--- src/design/cnn_pkg.sv ---
package cnn_pkg;

    // Window geometry
    localparam int NUM_TAPS   = 9;
    localparam int TAP_ADDR_W = 4;

    // Operand widths
    localparam int PIXEL_W  = 16;
    localparam int WEIGHT_W = 16;

    // Nine full-range 16x16 products fit in 36 bits
    localparam int ACC_W    = 36;
    localparam int RESULT_W = 32;

    // Normalization factor is unsigned Q8.8
    localparam int NORM_W    = 16;
    localparam int NORM_FRAC = 8;

    // Average pooling over four results
    localparam int POOL_SIZE  = 4;
    localparam int POOL_SHIFT = 2;       // log2 of POOL_SIZE

    typedef logic signed [PIXEL_W-1:0]  pixel_t;
    typedef logic signed [WEIGHT_W-1:0] weight_t;
    typedef logic [TAP_ADDR_W-1:0]      tap_addr_t;
    typedef logic signed [ACC_W-1:0]    acc_t;
    typedef logic signed [RESULT_W-1:0] result_t;
    typedef logic [NORM_W-1:0]          norm_param_t;

endpackage

--- src/design/tap_buffer.sv ---
`timescale 1ns/100ps

// Holds the nine taps of one 3x3 window, shared by pixels and weights
module tap_buffer #(
    parameter type tap_t = cnn_pkg::pixel_t
) (
    input  logic               clk,
    input  logic               reset,
    input  logic               we_i,
    input  cnn_pkg::tap_addr_t addr_i,
    input  tap_t               data_i,
    output tap_t               taps_o [cnn_pkg::NUM_TAPS]
);
    import cnn_pkg::*;

    logic addr_ok;

    // Addresses past the last tap are dropped
    assign addr_ok = (addr_i < NUM_TAPS);

    // All taps are read in parallel by the multiplier array.
    // A write lands on the clock edge, so a start in the same cycle
    // still multiplies the previous value
    always_ff @(posedge clk or posedge reset) begin
        if (reset) begin
            for (int i = 0; i < NUM_TAPS; i++) begin
                taps_o[i] <= '0;
            end
        end else if (we_i && addr_ok) begin
            taps_o[addr_i] <= data_i;  // One entry per strobe
        end
    end

endmodule

--- config.mk ---
export PLATFORM = sky130hd
export DESIGN_NAME = tap_buffer
export DESIGN_NICKNAME = d
export VERILOG_FILES = /design/src/design/cnn_pkg.sv /design/src/design/tap_buffer.sv
export SDC_FILE = /design/constraint.sdc
export NUM_CORES = 1
export LEC_CHECK = 0
export ABC_CLOCK_PERIOD_IN_PS = 4500
export BUFFER_PORTS_ARGS = -buffer_cell sky130_fd_sc_hd__buf_4
export CORE_MARGIN = 2
export CORE_UTILIZATION = 46
export DETAILED_ROUTE_END_ITERATION = 8
export GPL_TIMING_DRIVEN = 0
export PLACE_DENSITY = 0.76
export SYNTH_ARGS = -nofsm -noshare
export SYNTH_HDL_FRONTEND = slang
export SYNTH_SLANG_ARGS = --single-unit
--- constraint.sdc ---
create_clock -name clk -period 4.5 [get_ports clk]
set_clock_uncertainty 0.2 [all_clocks]
set_input_delay 0.225 -clock clk [delete_from_list [all_inputs] [get_ports clk]]
set_output_delay 0.225 -clock clk [all_outputs]
set_load 0.05 [all_outputs]
# After elaboration in Yosys (flattened, before gate mapping)
# Index checks and enable logic that the tools add are counted.
dict set report classes {
  add_sub_neg 0
  n_mul 0
  n_div 0
  order_cmp 3
  eq_ne 0
  shift 0
  n_mux 3
  bitwise_logic 1
  reduce_logical 2
}
# cell count
set ops {}
lappend ops {{bitwise mux 144 bit} 1}
lappend ops {{demux 16 bit (select 4 bit)} 1}
lappend ops {{two-way mux 16 bit} 1}
lappend ops {{>= comparator 5 bit, second input constant} 1}
lappend ops {{< comparator 5 x 1 -> 1 bit, second input constant} 1}
lappend ops {{NOT 4 -> 5 bit} 1}
lappend ops {{< comparator 4 bit, second input constant} 1}
lappend ops {{logical AND 1 bit} 2}
dict set report word_totals {
  regBits 144
  latchBits 0
  ram_bits 0
  romBits 0
  out_inout_bits 144
  memories 0
}

# Longest topological paths before layout
dict set report logic_depth {
  depth_word 6
  ltp_mapped 5
}

# Least setup slack after synthesis
# OpenSTA, ideal clock, no wires.
dict set report synth_path {
  path_type {input-to-reg}
  from {input addr_i[3]}
  to {register taps_o[48] (netlist bit)}
  setup_time_ns 0.125
  t_arrival_ns 1.509
  setup_slack_ns 2.667
  stages 5
  path_buffers 2
  path_cell_list {buf_2 > nand3b_1 > nor3b_2 > buf_6 > mux2_2}
}
dict set report synth_via {
  elab_chain_len 6
  elab_cells_between_ends 9
  classes_between {3 x order compare; 3 x mux; 1 x bitwise; 2 x reduce/logical}
}
# element line_no
set synth_lines {}
lappend synth_lines {{from (decl)} tap_buffer.sv:10} ;# input cnn_pkg::tap_addr_t addr_i,
lappend synth_lines {{NOT 4 -> 5 bit (implied by the code)} tap_buffer.sv:30} ;# taps_o[addr_i] <= data_i;
lappend synth_lines {{>= comparator 5 bit (implied by the code) / < comparator 5 x 1 -> 1 bit (equally long branches)} tap_buffer.sv:30}
lappend synth_lines {{logical AND 1 bit (implied by the code)} tap_buffer.sv:30}
lappend synth_lines {{two-way mux 16 bit (implied by the code)} tap_buffer.sv:30}
lappend synth_lines {{demux 16 bit (select 4 bit)} tap_buffer.sv:30}
lappend synth_lines {{bitwise mux 144 bit} tap_buffer.sv:30}
lappend synth_lines {{to (signal, indexed assignment)} tap_buffer.sv:30}
lappend synth_lines {{to (decl)} tap_buffer.sv:12} ;# output tap_t taps_o [cnn_pkg::NUM_TAPS]
# Several ways; a longest one is shown, not always the timed one.
# A chain may end at the register's enable or synchronous reset.

# Worst setup path after layout
dict set report layout_path {
  from {input addr_i[3]}
  to {register taps_o[51] (netlist bit)}
}
# The elaborated chain is that of the path after synthesis.

==> flow_metrics.py <==
metrics = {
    "routing": {
        "ant_nets": 0,
        "drt-initial-drc-count": 134,
        "vias": 3409,
        "finalWirelength_um": 13100,
        "avgRoutedWirePerCell_um": 19.6,
        "drc": 15,
        "dr.pass1.iters": 6,
        "viasPerCell": 5.11,
    },
    "global_route": {
        "grt_max_degree": 74,
        "grt_pass1_vias": 3643,
        "grt_first_pass_wirelength_um": 20400,
        "antenna_found_initial": 0,
        "grt_overflow": 0,
        "grt_usage": 0.215,
    },
    "sta": {
        "max-slew-margin-rel": 0.555,
        "fin_tns_setup_ps": 0,
        "period_minus_slack_ps": 1670,
        "finalMaxSlewViolations": 0,
        "clock.fmax_mhz": 598,
        "rsz0062_at_grt": "false",
        "period_share": 0.372,
        "tightestPinTransition_ps": 668,
        "setup_violations": 0,
        "hold_viol": 0,
    },
    "power_and_ir_drop": {
        "p_per_area_nw_per_um2": 657,
        "pwr-share-seq": 0.355,
        "intPower_mw": 2.98,
        "clkPwrFrac": 0.241,
        "p_sw_mw": 2.01,
        "p_leak_nw": 3.68,
        "p_sw_frac": 0.404,
        "comb_power_share": 0.404,
        "worst_ir_drop_vdd_v": 0.000350,
        "power_mw": 4.99,
    },
    "die": {
        "die_area_um2": 12800,
        "core-area_um2": 11500,
        "pin_count": 167,
        "chipHeight_um": 113,
        "chipWidth_um": 113,
        "initial_core_util": 0.477,
        "rows": 39,
    },
    "placed_design": {
        "place.gp.congestion": 0.736,
        "portBuffers": 164,
        "dp_hpwl_um": 8940,
    },
    "final_layout": {
        "syn2layout_area_growth_pct": 38.4,
        "largest_reg_flops": 144,
        "reg.largest.list": "taps_o x144",
        "nets": 538,
        "layout_commonest_cell": "buf_4",
        "largest_register": "taps_o",
        "mostFrequentLayoutCells": "buf_4 (166), dfrtp_1 (144), mux2_2 (134), clkbuf_16 (17), dlygate4sd3_1 (17)",
        "diodes": 0,
        "drive_gt1_frac": 0.666,
    },
    "logic_synthesis": {
        "netlist_area_um2": 5490,
        "syn-instance-count": 314,
        "synth_largest_area_cell": "dfrtp_1",
        "ys_seq_area_frac": 0.656,
        "synth_top_area_frac": 0.656,
        "syn_nets": 337,
        "yosys_register_bits": 144,
        "synth.distinct_cells": 17,
        "synth_area_leaders": "dfrtp_1 (66%), mux2_2 (27%), mux2_4 (2.7%)",
        "synth_warnings": 0,
        "avgSynthCellArea_um2": 17.5,
    },
    "setup_path": {
        "crit_end": "taps_o[51]$_DFFE_PP0P_",
        "timing.rr.start": "taps_o[142]$_DFFE_PP0P_",
        "end_kind": "register",
        "rr_endpoint": "taps_o[142]$_DFFE_PP0P_",
        "cp.required_ps": 4590,
        "crit_type": "input port to register",
        "startpoint": "addr_i[3]",
        "arrival_ps": 1760,
        "start_kind": "input port",
        "path_max_fanout": 10,
        "r2r_cells": 1,
        "reg2reg_slack_ps": 3510,
    },
    "run_status": {
        "status": "finished with violations",
        "violations": "DRC",
    },
    "cts": {
        "cts_sinks": 144,
        "post-cts-setup-buffers": 0,
        "clockBufferDepth": 2,
        "cts_inserted_buffers": 17,
        "cts_root_buf": "clkbuf_16",
        "ctsResizeCount": 0,
        "tritoncts": "built",
        "clk_pin_slew_ps": 50,
        "clk_latency_ps": 410,
        "htree_levels": 4,
    },
    "hold_path": {
        "worst_hold_path_type": "input port to register",
    },
    "flow_run": {
        "drv_cap": 0,
    },
}
[area by class of cell]
cell class,count,area [µm²]
buffer,12,92.6
clock buffer,27,493
clock inverter,1,5.00
fill,832,3920
inverter,1,8.76
multi-input combinational,157,1790
sequential,144,3600
tap,143,179
timing repair buffer,182,1430
[cell usage after synthesis]
| cell | n |
|---|---|
| buf_12 | 1 |
| buf_2 | 7 |
| buf_4 | 2 |
| buf_6 | 2 |
| dfrtp_1 | 144 |
| inv_1 | 1 |
| mux2_2 | 134 |
| mux2_4 | 10 |
| nand2_1 | 1 |
| nand2_2 | 1 |
| nand3b_1 | 3 |
| nand4b_1 | 1 |
| nor2_1 | 1 |
| nor2_2 | 1 |
| nor3b_2 | 2 |
| nor4b_4 | 2 |
| or4_1 | 1 |
[worst max-delay path: stages]
cell	delay, ps
buf_2	160
nand3b_1	220
nor3b_2	540
buf_6	260
mux2_2	350
[per-layer routing]
metal | global-route usage | share of wire
met5 | 0 | 0
met2 | 0.348 | 0.49
met4 | 0.0650 | 0.011
met1 | 0.258 | 0.40
met3 | 0.100 | 0.098
[stage by stage]
stage	hold WS, ps	area, µm²	util	worst slack (ps)	instances
floorplan	174	5490	-	209	314
global placement	289	6900	0.599	-1120	621
detailed placement	180	6930	0.602	2400	622
CTS	64.5	7600	0.660	2840	667
global route	72.3	7600	0.660	2750	667
finish	81.5	7600	0.660	2830	667
[cell families (layout without fill, tap and decap cells)]
family,Yosys count,in the layout,synth area share
flip-flops,144,144,0.656
buffers and inverters,13,223,0.0175
AND/OR/NAND/NOR,13,13,0.0239
multiplexers,144,144,0.302
[power by group through the flow]
stage	combinational, mW	clock (mW)	sequential, mW
after floorplan	0.309	0	2.83
after global placement	1.99	0	1.77
after detailed placement	2.01	0	1.79
after CTS	2.03	1.23	1.77
after global routing	2.08	1.29	1.81
final	2.02	1.20	1.77
[worst min-delay path by stage]
stage,from,endpoint,cells past startpoint
2_1_floorplan,data_i[4],taps_o[100]$_DFFE_PP0P_,1
3_5_place_dp,reset,taps_o[14]$_DFFE_PP0P_,2
6_report,addr_i[0],taps_o[41]$_DFFE_PP0P_,3
5_1_grt,addr_i[0],taps_o[41]$_DFFE_PP0P_,3
3_3_place_gp,taps_o[134]$_DFFE_PP0P_,taps_o[134]$_DFFE_PP0P_,1
4_1_cts,addr_i[0],taps_o[41]$_DFFE_PP0P_,3
[repair_timing]
action                                  in CTS  in global routing
endpoints found under the setup margin       0                  0
hold buffers                                17                  0
endpoints found under the hold margin      216                  0
Power figures use the tool's default switching activity.
