<file path="config.mk">
export PLATFORM = sky130hd
export DESIGN_NAME = avg_pool
export DESIGN_NICKNAME = d
export VERILOG_FILES = /design/src/design/cnn_pkg.sv /design/src/design/avg_pool.sv
export SDC_FILE = /design/constraint.sdc
export NUM_CORES = 1
export LEC_CHECK = 0
export ABC_AREA = 1
export BUFFER_PORTS_ARGS = -buffer_cell sky130_fd_sc_hd__buf_2
export CORE_MARGIN = 1.5
export CORE_UTILIZATION = 63
export DETAILED_ROUTE_END_ITERATION = 16
export PLACE_DENSITY = 0.86
export REMOVE_ABC_BUFFERS = 1
export SYNTH_ARGS = -nofsm -noshare
export SYNTH_HDL_FRONTEND = slang
export SYNTH_SLANG_ARGS = --single-unit
</file>
<file path="constraint.sdc">
create_clock -name clk -period 5.35 [get_ports clk]
set_clock_uncertainty 0.1 [all_clocks]
set_input_delay 0.8025 -clock clk [delete_from_list [all_inputs] [get_ports clk]]
set_output_delay 0.8025 -clock clk [all_outputs]
set_load 0.02 [all_outputs]
</file>
<file path="src/design/cnn_pkg.sv">
package cnn_pkg;

    // Window geometry
    localparam int NUM_TAPS   = 9;
    localparam int TAP_ADDR_W = 4;

    // Operand widths
    localparam int PIXEL_W  = 16;
    localparam int WEIGHT_W = 16;

    // Nine full-range 16x16 products fit in 36 bits
    localparam int ACC_W    = 36;
    localparam int RESULT_W = 32;

    // Normalization factor is unsigned Q8.8
    localparam int NORM_W    = 16;
    localparam int NORM_FRAC = 8;

    // Average pooling over four results
    localparam int POOL_SIZE  = 4;
    localparam int POOL_SHIFT = 2;       // log2 of POOL_SIZE

    typedef logic signed [PIXEL_W-1:0]  pixel_t;
    typedef logic signed [WEIGHT_W-1:0] weight_t;
    typedef logic [TAP_ADDR_W-1:0]      tap_addr_t;
    typedef logic signed [ACC_W-1:0]    acc_t;
    typedef logic signed [RESULT_W-1:0] result_t;
    typedef logic [NORM_W-1:0]          norm_param_t;

endpackage

</file>
<file path="src/design/avg_pool.sv">
`timescale 1ns/100ps

module avg_pool (
    input  logic             clk,
    input  logic             reset,
    input  cnn_pkg::result_t act_i,
    input  logic             act_valid_i,
    input  logic             pool_en_i,
    output cnn_pkg::result_t result_o,
    output logic             result_valid_o
);
    import cnn_pkg::*;

    // Two extra bits hold the sum of four results without overflow
    logic signed [RESULT_W+POOL_SHIFT-1:0] acc_q;
    logic signed [RESULT_W+POOL_SHIFT-1:0] group_sum;
    logic signed [RESULT_W+POOL_SHIFT-1:0] group_avg;
    logic [POOL_SHIFT-1:0]                 count_q;
    logic                                  last_in_group;

    assign group_sum     = acc_q + act_i;
    assign group_avg     = group_sum >>> POOL_SHIFT;    // Floor division
    assign last_in_group = (count_q == POOL_SIZE - 1);

    always_ff @(posedge clk or posedge reset) begin
        if (reset) begin
            acc_q          <= '0;
            count_q        <= '0;
            result_o       <= '0;
            result_valid_o <= 1'b0;
        end else if (!pool_en_i) begin
            // Pass through, group state parked at zero
            acc_q          <= '0;
            count_q        <= '0;
            result_valid_o <= act_valid_i;
            if (act_valid_i) begin
                result_o <= act_i;
            end
        end else begin
            result_valid_o <= act_valid_i && last_in_group;
            if (act_valid_i) begin
                count_q <= count_q + 1'b1;  // Wraps after the fourth input
                if (last_in_group) begin
                    acc_q    <= '0;
                    result_o <= group_avg[RESULT_W-1:0];
                end else begin
                    acc_q <= group_sum;
                end
            end
        end
    end

endmodule

</file>
After elaboration in Yosys (flattened, before gate mapping) --
Index checks and enable logic that the tools add are counted. Widths: inputs -> output; s select.
Cells by class: $add $sub $neg 2, equal/unequal tests 3, muxes and demuxes 10, reduce and logical (&&, ||, !) cells 2
Operator list (count):
- $mux 32 | 4
- $mux 34 | 3
- $add 34x32->34 | 1
- $mux 2 | 2
- $add 2x1->2 const B | 1
- $eq 2x2->1 const B | 1
- $ne 2x1->1 const B | 1
- $ne 2x2->1 const B | 1
- $reduce_and 2->1 | 1
- $logic_and 1x1->1 | 1
- $mux 1 | 1
Storage, ports and cells: register bits 69, input bits 36, output and inout bits 33

Depth between registers and ports, before layout --
word-level depth 4, depth in mapped cells 16

Least setup slack after synthesis --
Ideal clock, no wire load.
path kind in2reg, start point in act_i[0], end point reg result_o[22], library setup time 0.116 ns, data arrival time 2.296 ns, required time 5.134 ns, slack 2.838 ns, stages on the path 15, buffers on the path 0, path through ha_1 -> inv_1 -> fa_1 -> inv_1 -> nand2_2 -> o21ai_4 -> nand2_1 -> nand2_2 -> nand2_2 -> nand2_2 -> nand2_1 -> nand3_1 -> nand3_1 -> nand2_1 -> nand2_1
Between the ends: word-level cells in the longest chain between the ends 4
RTL lines:
- start, declared | line avg_pool.sv:6 | input cnn_pkg::result_t act_i,
- $add 34x32->34 | line avg_pool.sv:21 | assign group_sum = acc_q + act_i;
- $mux 32 | line avg_pool.sv:43 | if (last_in_group) begin
- $mux 32 | line avg_pool.sv:41 | if (act_valid_i) begin
- $mux 32 | line avg_pool.sv:31 | end else if (!pool_en_i) begin
- end signal, assigned | line avg_pool.sv:37 | result_o <= act_i;
- end signal, assigned | line avg_pool.sv:45 | result_o <= group_avg[RESULT_W-1:0];
- end, declared | line avg_pool.sv:9 | output cnn_pkg::result_t result_o,
Every way passes these cells. The select of a mux whose other input is x is not followed. A chain may end at the register's enable or synchronous reset.

Worst setup path after layout --
start point in pool_en_i, end point reg result_o[10]
Between the ends: word-level cells in the longest chain between the ends 2
RTL lines:
- start, declared | line avg_pool.sv:8 | input logic pool_en_i,
- $ne 2x1->1 (no line)
- $reduce_and 2->1 (no line)
Several ways; a longest one is shown, not always the timed one.

==> results.py <==
metrics = {
    "placement": {
        "portBuffers": 68,
        "place.gp.congestion": 0.933,
        "hpwl_microns": 10400,
    },
    "worst_hold_path": {
        "worstHoldStart": "result_o[31]$_DFFE_PP0P_",
        "holdPathEnd": "result_o[31]$_DFFE_PP0P_",
        "hold_depth": 2,
        "min_path_type": "reg2reg",
    },
    "die": {
        "die_w_microns": 93.9,
        "io_pins": 69,
        "fp.dieArea_sq_mm": 0.00882,
        "core_area_sq_mm": 0.00785,
        "initial_utilization_pct": 66.4,
        "num_rows": 32,
        "die_h_microns": 93.9,
    },
    "timing": {
        "timing.setup.tns_ns": 0,
        "worst_slew_margin_rel_pct": 42.8,
        "period_minus_slack_ns": 2.87,
        "tightest_slew_ns": 0.859,
        "setup_viol": 0,
        "hold_violations": 0,
        "post-route-period-util_pct": 53.7,
        "rsz0062_at_grt": "false",
        "timing.fmax_ghz": 0.348,
        "maxSlewViolCount": 0,
    },
    "cts": {
        "postCtsSetupRepairBufs": 0,
        "htreeDepth": 3,
        "cts_tree": "built",
        "insertion_delay_ns": 0.36,
        "cts.path.max_buffers": 2,
        "clk_pin_slew_worst_paths_ns": 0.08,
        "cts_resized": 0,
        "cts_inserted_buffers": 9,
        "cts.sinks": 69,
        "root_buffer": "clkbuf_8",
        "hold_buffers": 0,
    },
    "layout": {
        "utilization_pct": 75.2,
        "antennaDiodeCount": 0,
        "syn_to_final_growth_pct": 13.3,
        "fillers": 653,
        "drive_gt1_share_pct": 13.5,
        "layout.nets": 928,
    },
    "critical_path": {
        "crit_buf_inv": 4,
        "r2r-end": "result_o[26]$_DFFE_PP0P_",
        "critPathLaunchType": "input pin",
        "arrival_ns": 3.02,
        "crit_chain": "buf_2 > buf_4 > inv_2 > o21ai_4 > inv_1 > o21ai_0 > o21ai_1",
        "regToRegStartpoint": "acc_q[0]$_DFFE_PP0P_",
        "worstPathRequired_ns": 5.50,
        "critical_path_class": "in2reg",
        "crit_family": "buffers and inverters",
        "ff2ff_path_depth": 15,
        "cp-end-kind": "flop",
        "cpMaxStageDelayCell": "o21ai_4",
        "cp_max_fo": 44,
        "cpPeakStageDelay_ns": 0.67,
        "reg2reg_slack_ns": 2.91,
    },
    "pwr": {
        "leakage_nw": 3.43,
        "power_density_mw_per_mm2": 339,
        "peakVddDrop_v": 0.000209,
    },
    "drt": {
        "drc": 0,
        "wl_met3_microns": 733,
        "vias": 5208,
        "drtIter0Drc": 286,
        "wire_per_inst_microns": 14.4,
        "avgViaCountPerCell": 5.40,
        "detail-route-antenna-nets": 0,
        "wl_met1_microns": 6440,
        "routed.top_layer": "met4",
        "drt-pass1-iter-count": 5,
        "met2_length_microns": 6320,
        "postRouteWirelength_microns": 13900,
    },
    "synthesis": {
        "synthesis.area_sq_mm": 0.00521,
        "synth.avg_cell_area_sq_um": 6.59,
        "yosys_warnings": 0,
        "netlist_instances": 791,
        "synthDistinctLibCells": 35,
        "yosysSeqAreaShare_pct": 33.1,
        "ys_ff_latch": 69,
    },
    "grt": {
        "grt.total_usage_pct": 34.5,
        "grt_pass1_wl_microns": 23700,
        "grt_max_degree": 70,
        "globalRoute.totalOverflow": 0,
        "grt_pass1_vias": 5216,
        "antenna_found_initial": 0,
    },
    "flow_run": {
        "cap_violations": 0,
    },
    "status": {
        "status": "completed",
    },
}
## routing by layer
| layer | vias to the layer above | global-route usage (%) |
|---|---|---|
| li1 | 2640 | - |
| met1 | 2359 | 44.5 |
| met2 | 172 | 57.4 |
| met3 | 37 | 5.42 |
| met4 | 0 | 14.2 |
| met5 | - | 0 |
## worst max-delay path by stage
stage / from / to / cells past startpoint
final: pool_en_i / result_o[10]$_DFFE_PP0P_ / 7
after global routing: pool_en_i / result_o[10]$_DFFE_PP0P_ / 7
after CTS: pool_en_i / result_o[10]$_DFFE_PP0P_ / 7
after detailed placement: pool_en_i / result_o[0]$_DFFE_PP0P_ / 7
after global placement: pool_en_i / result_o[2]$_DFFE_PP0P_ / 6
after floorplan: pool_en_i / result_o[1]$_DFFE_PP0P_ / 4
## final cells by class
class,instances,area (sq um),area share (%)
repair buffers,73,378,6.41
clock inverters,5,106,1.80
well taps,102,128,2.16
multi-input cells,613,3070,52.0
clock buffers,11,151,2.57
inverters,91,342,5.79
flip-flops and latches,69,1730,29.3
## cell usage after synthesis
cell type  count  share of area [%]
a21o_1         2               0.29
a21oi_1       44                4.2
a21oi_2        1               0.17
a22o_1         6                1.0
a32o_1         1               0.19
and2_1         1               0.12
buf_2          6               0.58
buf_4          2               0.29
clkbuf_1      10               0.72
dfrtp_1       69                 33
fa_1           1               0.38
ha_1          34                8.2
inv_1         88                6.3
inv_2          3               0.22
nand2_1      294                 21
nand2_2        9                1.1
nand3_1       44                4.2
nand3_2        2               0.38
nand4_1        1               0.12
nor2_1        84                6.1
nor2_2         4               0.48
nor3_1         3               0.29
nor3_4         1               0.31
nor4_1         1               0.12
nor4_2         1               0.24
o21a_1         6               0.86
o21ai_0       39                3.7
o21ai_1       12                1.2
o21ai_2        1               0.17
o21ai_4        1               0.31
o21bai_1       2               0.29
or2_2          1               0.12
xnor2_1        7                1.2
xor2_1         9                1.5
xor2_2         1               0.31
## tightest hold or removal path, cell delays in order, from the launching register on
cell and delay (ns):
dfrtp_1 0.35, nand2_1 0.05, nand2_1 0.05
## through the flow
stage	std cells	cell area (sq um)	hold WS [ns]	total power [mW]	setup slack, ns
floorplan	773	5130	0.346	1.21	2.50
global placement	948	5640	0.358	1.41	2.22
detailed placement	948	5640	0.361	1.43	2.11
CTS	964	5900	0.382	2.00	2.47
global route	964	5900	0.410	2.13	2.20
finish	964	5900	0.382	2.00	2.48
## cell usage in the layout (no fill, tap or decap), types with 2 or more instances in the layout
cell | Yosys | layout
o21ai_0 | 39 | 39
xnor2_1 | 7 | 7
bufinv_16 | 0 | 3
nand2_2 | 9 | 9
dfrtp_1 | 69 | 69
nor2_1 | 84 | 83
o21a_1 | 6 | 6
buf_2 | 6 | 68
a21o_1 | 2 | 2
nor3_1 | 3 | 3
a21oi_1 | 44 | 44
nand3_1 | 44 | 44
o21ai_4 | 1 | 2
nor2_2 | 4 | 5
o21bai_1 | 2 | 2
o21ai_1 | 12 | 12
a22o_1 | 6 | 6
ha_1 | 34 | 34
buf_4 | 2 | 5
xor2_1 | 9 | 9
nand2_1 | 294 | 294
clkbuf_8 | 0 | 11
inv_2 | 3 | 4
nand3_2 | 2 | 2
inv_1 | 88 | 87
## cell families after synthesis
family	count (synthesis)	share of synthesized area [%]
AOI/OAI and AO/OA	115	12.4
xor gates and xnor gates	17	3.00
adders and majority gates	35	8.55
buffers and inverters	109	8.14
DFF	69	33.1
and+or+nand+nor	446	34.7
## report_power, final
group | leakage (nW) | switching, mW | internal, mW
Sequential | 0.876 | 0.0502 | 0.610
Clock | 0.126 | 0.229 | 0.336
Combinational | 2.43 | 0.516 | 0.261
## state kept, by name (all words and copies together), names as in the netlist
name / count
acc_q: 34
count_q: 2
result_o: 32
result_valid_o: 1
Note: power is estimated with default switching activity, not from simulation.
