==> src/design/cnn_pkg.sv <==
package cnn_pkg;

    // Window geometry
    localparam int NUM_TAPS   = 9;
    localparam int TAP_ADDR_W = 4;

    // Operand widths
    localparam int PIXEL_W  = 16;
    localparam int WEIGHT_W = 16;

    // Nine full-range 16x16 products fit in 36 bits
    localparam int ACC_W    = 36;
    localparam int RESULT_W = 32;

    // Normalization factor is unsigned Q8.8
    localparam int NORM_W    = 16;
    localparam int NORM_FRAC = 8;

    // Average pooling over four results
    localparam int POOL_SIZE  = 4;
    localparam int POOL_SHIFT = 2;       // log2 of POOL_SIZE

    typedef logic signed [PIXEL_W-1:0]  pixel_t;
    typedef logic signed [WEIGHT_W-1:0] weight_t;
    typedef logic [TAP_ADDR_W-1:0]      tap_addr_t;
    typedef logic signed [ACC_W-1:0]    acc_t;
    typedef logic signed [RESULT_W-1:0] result_t;
    typedef logic [NORM_W-1:0]          norm_param_t;

endpackage

==> src/design/act_stage.sv <==
`timescale 1ns/100ps

module act_stage (
    input  logic                 clk,
    input  logic                 reset,
    input  cnn_pkg::acc_t        sum_i,
    input  logic                 sum_valid_i,
    input  cnn_pkg::norm_param_t norm_param_i,
    input  logic                 norm_en_i,
    input  logic                 relu_en_i,
    output cnn_pkg::result_t     act_o,
    output logic                 act_valid_o
);
    import cnn_pkg::*;

    logic signed [ACC_W+NORM_W:0] scaled;    // Full product, one extra sign bit
    logic signed [ACC_W+NORM_W:0] scaled_sh;
    result_t                      norm_val;
    result_t                      act_next;

    // Q8.8 factor is unsigned, zero extend before the signed multiply
    assign scaled    = sum_i * $signed({1'b0, norm_param_i});
    assign scaled_sh = scaled >>> NORM_FRAC;

    always_comb begin
        if (norm_en_i)
            norm_val = scaled_sh[RESULT_W-1:0];
        else
            norm_val = sum_i[RESULT_W-1:0];  // Plain truncation

        // ReLU clamps on the truncated value
        if (relu_en_i && norm_val[RESULT_W-1])
            act_next = '0;
        else
            act_next = norm_val;
    end

    always_ff @(posedge clk or posedge reset) begin
        if (reset) begin
            act_o       <= '0;
            act_valid_o <= 1'b0;
        end else begin
            act_valid_o <= sum_valid_i;
            if (sum_valid_i) begin
                act_o <= act_next;
            end
        end
    end

endmodule

==> config.mk <==
export PLATFORM = sky130hd
export DESIGN_NAME = act_stage
export DESIGN_NICKNAME = d
export VERILOG_FILES = /design/src/design/cnn_pkg.sv /design/src/design/act_stage.sv
export SDC_FILE = /design/constraint.sdc
export NUM_CORES = 1
export LEC_CHECK = 0
export BUFFER_PORTS_ARGS = -buffer_cell sky130_fd_sc_hd__buf_4
export CORE_MARGIN = 2
export CORE_UTILIZATION = 58
export CTS_CLUSTER_DIAMETER = 50
export DETAILED_ROUTE_END_ITERATION = 7
export PLACE_DENSITY = 0.76
export SYNTH_ARGS = -nofsm -noshare
export SYNTH_HDL_FRONTEND = slang
export SYNTH_SLANG_ARGS = --single-unit
==> constraint.sdc <==
create_clock -name clk -period 0.95 [get_ports clk]
set_clock_uncertainty 0.05 [all_clocks]
set_input_delay 0.095 -clock clk [delete_from_list [all_inputs] [get_ports clk]]
set_output_delay 0.095 -clock clk [all_outputs]
set_load 0.01 [all_outputs]
# --- Word-level counts from Yosys, hierarchy flattened ---
# Cells that the tools add are included.
word_totals:
  regBits: 33
classes:
  mul: 1
  mux: 2
  reduce_logical: 1
ops:
  columns: ["op", "count"]
  rows:
  - ["2-to-1 mux 32 bit", 2]
  - ["multiplier 36 x 17 -> 40 bit", 1]
  - ["logical AND 1 bit", 1]

# --- Longest topological paths before layout ---
# Gate-level depths: netlist of the first run.
logic_depth:
  depth_word: 4
  ltp_mapped: 25
  depth_no_buf: 23

# --- Worst setup path before layout of the first run ---
# OpenSTA, ideal clock, no wires.
synth_timing:
  path_kind: "input-to-reg"
  from: "input port norm_param_i[4]"
  to: "register act_o[10]"
  setup_time_ns: 0.151
  t_arrival_ns: 6.117
  setup_slack_ns: -5.368
  cell_stages: 23
  path_buffers: 3
  path_cell_list: "clkbuf_1 -> buf_1 -> nand2_1 -> fa_1 -> fa_1 -> fa_1 -> inv_1 -> fa_1 -> fa_1 -> inv_1 -> fa_1 -> inv_1 -> ha_1 -> a21o_1 -> a31o_1 -> a221oi_2 -> a31oi_4 -> a211oi_4 -> o221ai_2 -> xnor2_2 -> a211oi_4 -> buf_6 -> a211oi_2"
synth_via:
  elab_chain_cells: 4
synth_lines:
  columns: ["element", "line", "rtl"]
  rows:
  - ["start, declared", "act_stage.sv:8", "input cnn_pkg::norm_param_t norm_param_i,"]
  - ["multiplier 36 x 17 -> 40 bit (*)", "act_stage.sv:22", "assign scaled = sum_i * $signed({1'b0, norm_param_i});"]
  - ["2-to-1 mux 32 bit (*)", "act_stage.sv:26", "if (norm_en_i)"]
  - ["logical AND 1 bit", "act_stage.sv:32", "if (relu_en_i && norm_val[RESULT_W-1])"]
  - ["2-to-1 mux 32 bit (*)", "act_stage.sv:32", null]
  - ["end signal, assigned", "act_stage.sv:45", "act_o <= act_next;"]
  - ["end, declared", "act_stage.sv:11", "output cnn_pkg::result_t act_o,"]
# Every way passes the cells marked *; elsewhere a longest branch is shown, timed or not.
# A chain may end at the register's enable or synchronous reset.

# --- Worst setup path in the final report of the first run ---
layout_timing:
  from: "input port norm_param_i[10]"
  to: "register act_o[23]"
# The elaborated chain is that of the path after synthesis.

==> impl_metrics.toml, run 1 <==
[outcome]
status = "complete, but fails checks"
violations = "setup timing"

[cells_and_area]
stdcell_count = 2637
drive_above_1_share_pct = 22.7
n_antenna_cell = 0
layout_commonest_cell = "inv_1"
final_util_pct = 72.1
area_growth_pct = 23.1
nets = 2813
mostFrequentLayoutCells = "inv_1, fa_1, nand2_1, buf_4, and2_1"

[setup_path]
critical_path_buf_inv_count = 7
r2r_cells = 3
critical_path_arrival_ps = 6090
r2r_setup_slack_ps = 20
timing.rr.end = "act_o[30]"
crit_fanout = 12
r2r-start = "act_o[30]"
criticalPathCategory = "primary input to flip-flop"
crit_family = "adder cells"
cp_common_cell = "fa_1"
critPathLaunchType = "primary input"
critPathMaxStageDelay_ps = 620
cp_cell_sequence = "buf_6, buf_4, nand2_1, fa_1, inv_1, fa_1, fa_1, fa_2, fa_1, inv_1, fa_1, inv_1, ha_1, a21o_1, a21o_1, a21o_1, and2_1, a211oi_4, o221ai_2, xnor2_2, a211oi_4, buf_4, buf_8, a211oi_2"
critPathSlowestCell = "fa_1"
required_ps = 1050
crit_path_end_kind = "flip-flop"

[timing]
hold_viol = 0
max_clock_freq_ghz = 0.167
rsz0062_at_grt = "true"
finalSetupViolCount = 54
slew_headroom_pct = 75.4
period_minus_slack_ps = 5980
period_share_pct = 630
worstMarginPinSlew_ps = 358
post-route-worst-setup-slack_ps = -5030
final_max_slew_viol_count = 0
setup-tns-final_ps = -160000

[synth]
syn_area_sq_um = 17300
ys_top_cells_by_area = "fa_1, inv_1, nand2_1"
synthFlopType = "dfrtp_1"
synth-edff-count = 0
yosysTopAreaCell = "fa_1"
synthCells = 1960
ys_seq_area_share_pct = 4.78
synth_cell_types = 56
yosysTopAreaCellShare_pct = 48.0
synthArstFlopShare_pct = 100
syn_area_per_cell_sq_um = 8.82
synth_nets = 2527
ys_ff_latch = 33
yosys_warnings = 0

[die]
die_y_um = 177
core_sq_um = 29500
fp-row-count = 63
ios = 90
die_w_um = 177
start_util_pct = 58.6
die_area_sq_um = 31200

[clock_tree]
cts_tree = "built"
clockBufferDepth = 2
clock_latency_ps = 280
path_clk_slew_ps = 50
cts_sinks = 33
cts_max_level = 2
cts-root-buf = "clkbuf_16"
cts_buffers = 5

[place]
gp_congestion = 0.933
hpwl_um = 39400
dp_cells = 2601
port_buffers = 89

[hold_path]
min_from = "sum_valid_i"
hold_path.class = "primary input to flip-flop"
hold_path_depth = 3
hold_path_end = "act_o[27]"

[routing]
num_vias = 14200
wl_um = 48700
drt_first_iter_violations = 821
routedWlPerCell_um = 18.5
ant_nets = 0
drc = 0
dr.pass1.iters = 6
avgViaCountPerCell = 5.38

[global_route]
overflow = 0
grt_pass1_wl_um = 77200
first_global_vias = 15800
antenna_found_initial = 0
grt_use_total_pct = 31.8
grt_max_degree = 34

[run]
cap_viol_max_count = 0
## worst max path at each step
stage          cells past startpoint        end        startpoint  slack (ps)
6_report                          24  act_o[23]  norm_param_i[10]       -5030
5_1_grt                           26  act_o[26]         sum_i[18]       -5250
4_1_cts                           25  act_o[11]  norm_param_i[12]       -4950
3_5_place_dp                      23   act_o[1]   norm_param_i[2]       -5400
3_3_place_gp                      23   act_o[6]   norm_param_i[2]       -5290
2_1_floorplan                     23  act_o[10]  norm_param_i[11]       -4900
## cells in the mapped netlist (10+ instances only)
cell type	number
a21oi_1	11
a211oi_2	29
buf_1	10
clkbuf_1	79
fa_1	414
inv_1	521
xor2_1	17
ha_1	96
xnor2_1	38
a21o_1	15
nand2_1	345
nor2_1	42
dfrtp_1	33
mux2i_1	24
and2_1	179
## cell type report
cell class                      count  area [sq um]
Multi-Input combinational cell   1307         14500
Fill cell                        2053          8220
Timing Repair Buffer              378          3340
Clock buffer                        7           143
Clock inverter                      1          30.0
Tap cell                          390           488
Sequential cell                    33           826
Inverter                          521          1960
## through the flow
stage	hold WS [ps]	worst slack (ps)	cell area (sq um)
2_1_floorplan	76.4	-4900	17600
3_3_place_gp	105	-5290	20200
3_5_place_dp	114	-5400	20200
4_1_cts	232	-4950	20800
5_1_grt	255	-5250	21300
6_report	249	-5030	21300
## layer usage
metal | part of all wire [%] | global-route usage [%] | wire, um
met5 | 0 | 0 | 0
met4 | 6.7 | 16.4 | 3280
met3 | 6.1 | 2.80 | 2970
met2 | 52 | 59.0 | 25500
met1 | 35 | 36.4 | 17000
## cell families (layout without fill, tap and decap cells)
family          Yosys count  count (layout)  share of synthesized area [%]
flops                    33              33                           4.78
buf+inv                 620             907                           13.7
mux                      25              25                           1.46
simple gates            608             608                           16.5
fa+ha+maj               510             510                           54.9
compound gates          107             107                           5.71
xor+xnor                 57              57                           2.98
## worst min-delay path, stage by stage
cell,delay [ps]
buf_4,110
buf_4,240
a211oi_4,90
## flip-flops by register name, summed over array words and instances, names as in the netlist
| register | flops |
|---|---|
| act_o | 32 |
| act_valid_o | 1 |
## what timing repair did
item,in CTS,in global routing
setup buffers,18,10
endpoints found under the hold margin,33,0
hold buffers,1,0
setup endpoints to repair,56,64
pin swaps,44,57
resized for setup,85,94
cloned,1,1
Power of run 1 is left out: the tool's default activity adds up to more than one toggle a clock period on the data nets, which glitch-free logic cannot reach.
==> run 2: changes to the inputs <==
Settings changed: ABC_AREA set to 1.
==> run 2 against run 1 <==
Net effect: the flow still finishes with violations (setup timing); global-route usage is 4.2 points higher; utilization increased by 6.3 points; sequential cell count did not move; via count up 28%.
==> impl_metrics.toml, run 2 <==
[setup_path]
required_ps = 1130
critPathLaunchType = "primary input"
crit_path_start = "norm_param_i[2]"
r2r_cells = 4
r2r-start = "act_o[7]"
crit_path_end_kind = "flip-flop"
crit_fanout = 8
critical_path_arrival_ps = 5560
r2r_setup_slack_ps = 30
criticalPathCategory = "primary input to flip-flop"

[timing]
period_share_pct = 567
period_minus_slack_ps = 5390
hold_viol = 0
max_clock_freq_ghz = 0.186
post-route-worst-setup-slack_ps = -4440
finalHoldWorstSlack_ps = 102
finalSetupViolCount = 49
final_max_slew_viol_count = 0
slew_headroom_pct = 67.0
worstMarginPinSlew_ps = 490
setup-tns-final_ps = -140250
rsz0062_at_grt = "true"

[hold_path]
min_from = "relu_en_i"
hold_path_depth = 4
hold_path.class = "primary input to flip-flop"

[place]
hpwl_um = 47300
placed_area_sq_um = 22200
gp_congestion = 0.959
preCtsSetupSlack_ps = -4950
port_buffers = 89

[synth]
synthCells = 2619
synthArstFlopShare_pct = 100
synthFlopType = "dfrtp_1"
ys_top_cells_by_count = "inv_1, nand2_1, fa_1"
synth_cell_types = 35
synth-edff-count = 0
yosysTopAreaCellShare_pct = 44.5
yosysTopAreaCell = "fa_1"
syn_area_sq_um = 18600
yosys_warnings = 0
ys_ff_latch = 33
synth.most_common_cell = "inv_1"
ys_seq_area_share_pct = 4.43
ys_top_cells_by_area = "fa_1, inv_1, nand2_1"
synth_nets = 3186
syn_area_per_cell_sq_um = 7.11

[cells_and_area]
drive_above_1_share_pct = 26.7
mostFrequentLayoutCells = "inv_1, nand2_1, fa_1, buf_4, nor2_1"
regMostFlops = "act_o"
finalInstanceArea_sq_um = 24700
area_growth_pct = 32.9
top_regs = "act_o (32), act_valid_o (1)"
layout_commonest_cell = "inv_1"
largest_reg_flops = 32
nets = 3535
n_antenna_cell = 0

[routing]
num_vias = 18200
dr.pass1.iters = 6
avgViaCountPerCell = 5.41
drt_first_iter_violations = 1524
drc = 0
routedWlPerCell_um = 19.5
wl_um = 65800
ant_nets = 0

[run]
cap_viol_max_count = 0

[die]
die_area_sq_um = 33600
start_util_pct = 59.0
die_w_um = 183
fp-row-count = 65
core_sq_um = 31600
ios = 90
die_y_um = 183

[outcome]
violations = "setup timing"
status = "complete, but fails checks"

[global_route]
antenna_found_initial = 1
grt_use_total_pct = 36.0
first_global_vias = 19000
grt_pass1_wl_um = 93800
grt_max_degree = 34
overflow = 0

[clock_tree]
path_clk_slew_ps = 60
cts-root-buf = "clkbuf_16"
clockBufferDepth = 2
clock_latency_ps = 280
cts_tree = "built"
cts_buffers = 5
cts_sinks = 33
cts_max_level = 2
[run 2: cell count changes after synthesis, sizes merged, moves of 6 or more]
| cell | before | now |
|---|---|---|
| nor2b | 6 | 0 |
| buf | 20 | 31 |
| a211oi | 38 | 0 |
| nand3 | 4 | 58 |
| nand2 | 345 | 792 |
| mux2i | 24 | 0 |
| a21o | 15 | 8 |
| o21ai | 9 | 48 |
| nor2 | 42 | 112 |
| a21oi | 11 | 42 |
| and2 | 179 | 0 |
| xnor2 | 40 | 1 |
| clkbuf | 79 | 100 |
| inv | 521 | 815 |
[run 2: cell families after synthesis]
group,synth area share [%]
flops,4.43
xor+xnor,0.705
fa+ha+maj,51.0
buf+inv,19.4
simple gates,20.5
compound gates,4.03
[run 2: area by class of cell]
| type | count | area [sq um] |
|---|---|---|
| Sequential cell | 33 | 826 |
| Tap cell | 402 | 503 |
| Timing Repair Buffer | 473 | 4720 |
| Clock buffer | 5 | 125 |
| Inverter | 818 | 3080 |
| Multi-Input combinational cell | 1637 | 15500 |
| Fill cell | 2106 | 6810 |
| Clock inverter | 3 | 17.5 |
[run 2: metal layers]
metal / vias up / part of all wire (%) / GRT usage, %
li1: 7982 / - / -
met2: 1051 / 49 / 65.1
met3: 371 / 9.8 / 4.61
met4: 0 / 8.0 / 19.6
met1: 8824 / 33 / 41.4
met5: - / 0 / 0
[run 2: path summary, 6_finish.rpt]
| path | to |
|---|---|
| worst max-delay path | act_o[20] |
| worst min-delay path | act_o[31] |
| worst max register to register | act_o[7] |
| worst min register to register | act_o[23] |
| max in group asynchronous | act_o[13] |
| min in group asynchronous | act_o[31] |
[run 2: worst max-delay path, cell delays in order]
cell     delay, ps
buf_16         130
buf_4          180
nand2_1         90
fa_1           540
inv_1           50
fa_1           470
ha_1           220
fa_1           480
inv_1           70
fa_1           520
fa_1           530
inv_1           50
ha_1           300
buf_4          130
nand2_1         90
o21ai_0        430
inv_1          120
nand2_1        180
nand3_1         90
nand2_1        120
nand2_1         90
a21o_1         160
nand3_1        110
nand2_1         80
inv_1          110
nand2_4         50
nand2_2         50
[run 2: timing repair]
item                                    4_1_cts  5_1_grt
gates resized for setup                     139      323
pin swaps                                    22      167
hold endpoints to repair                     33        0
cloned                                        0       17
hold buffers                                  1        0
setup buffers                                20       34
endpoints found under the setup margin       59       64
[run 2: through the flow]
stage                     std cells  util, %
after detailed placement       3291     70.4
after global routing           3371     78.4
after floorplan                2619        -
after global placement         3291     70.4
after CTS                      3320     73.0
final                          3371     78.4
Power of run 2 is left out for the same reason.
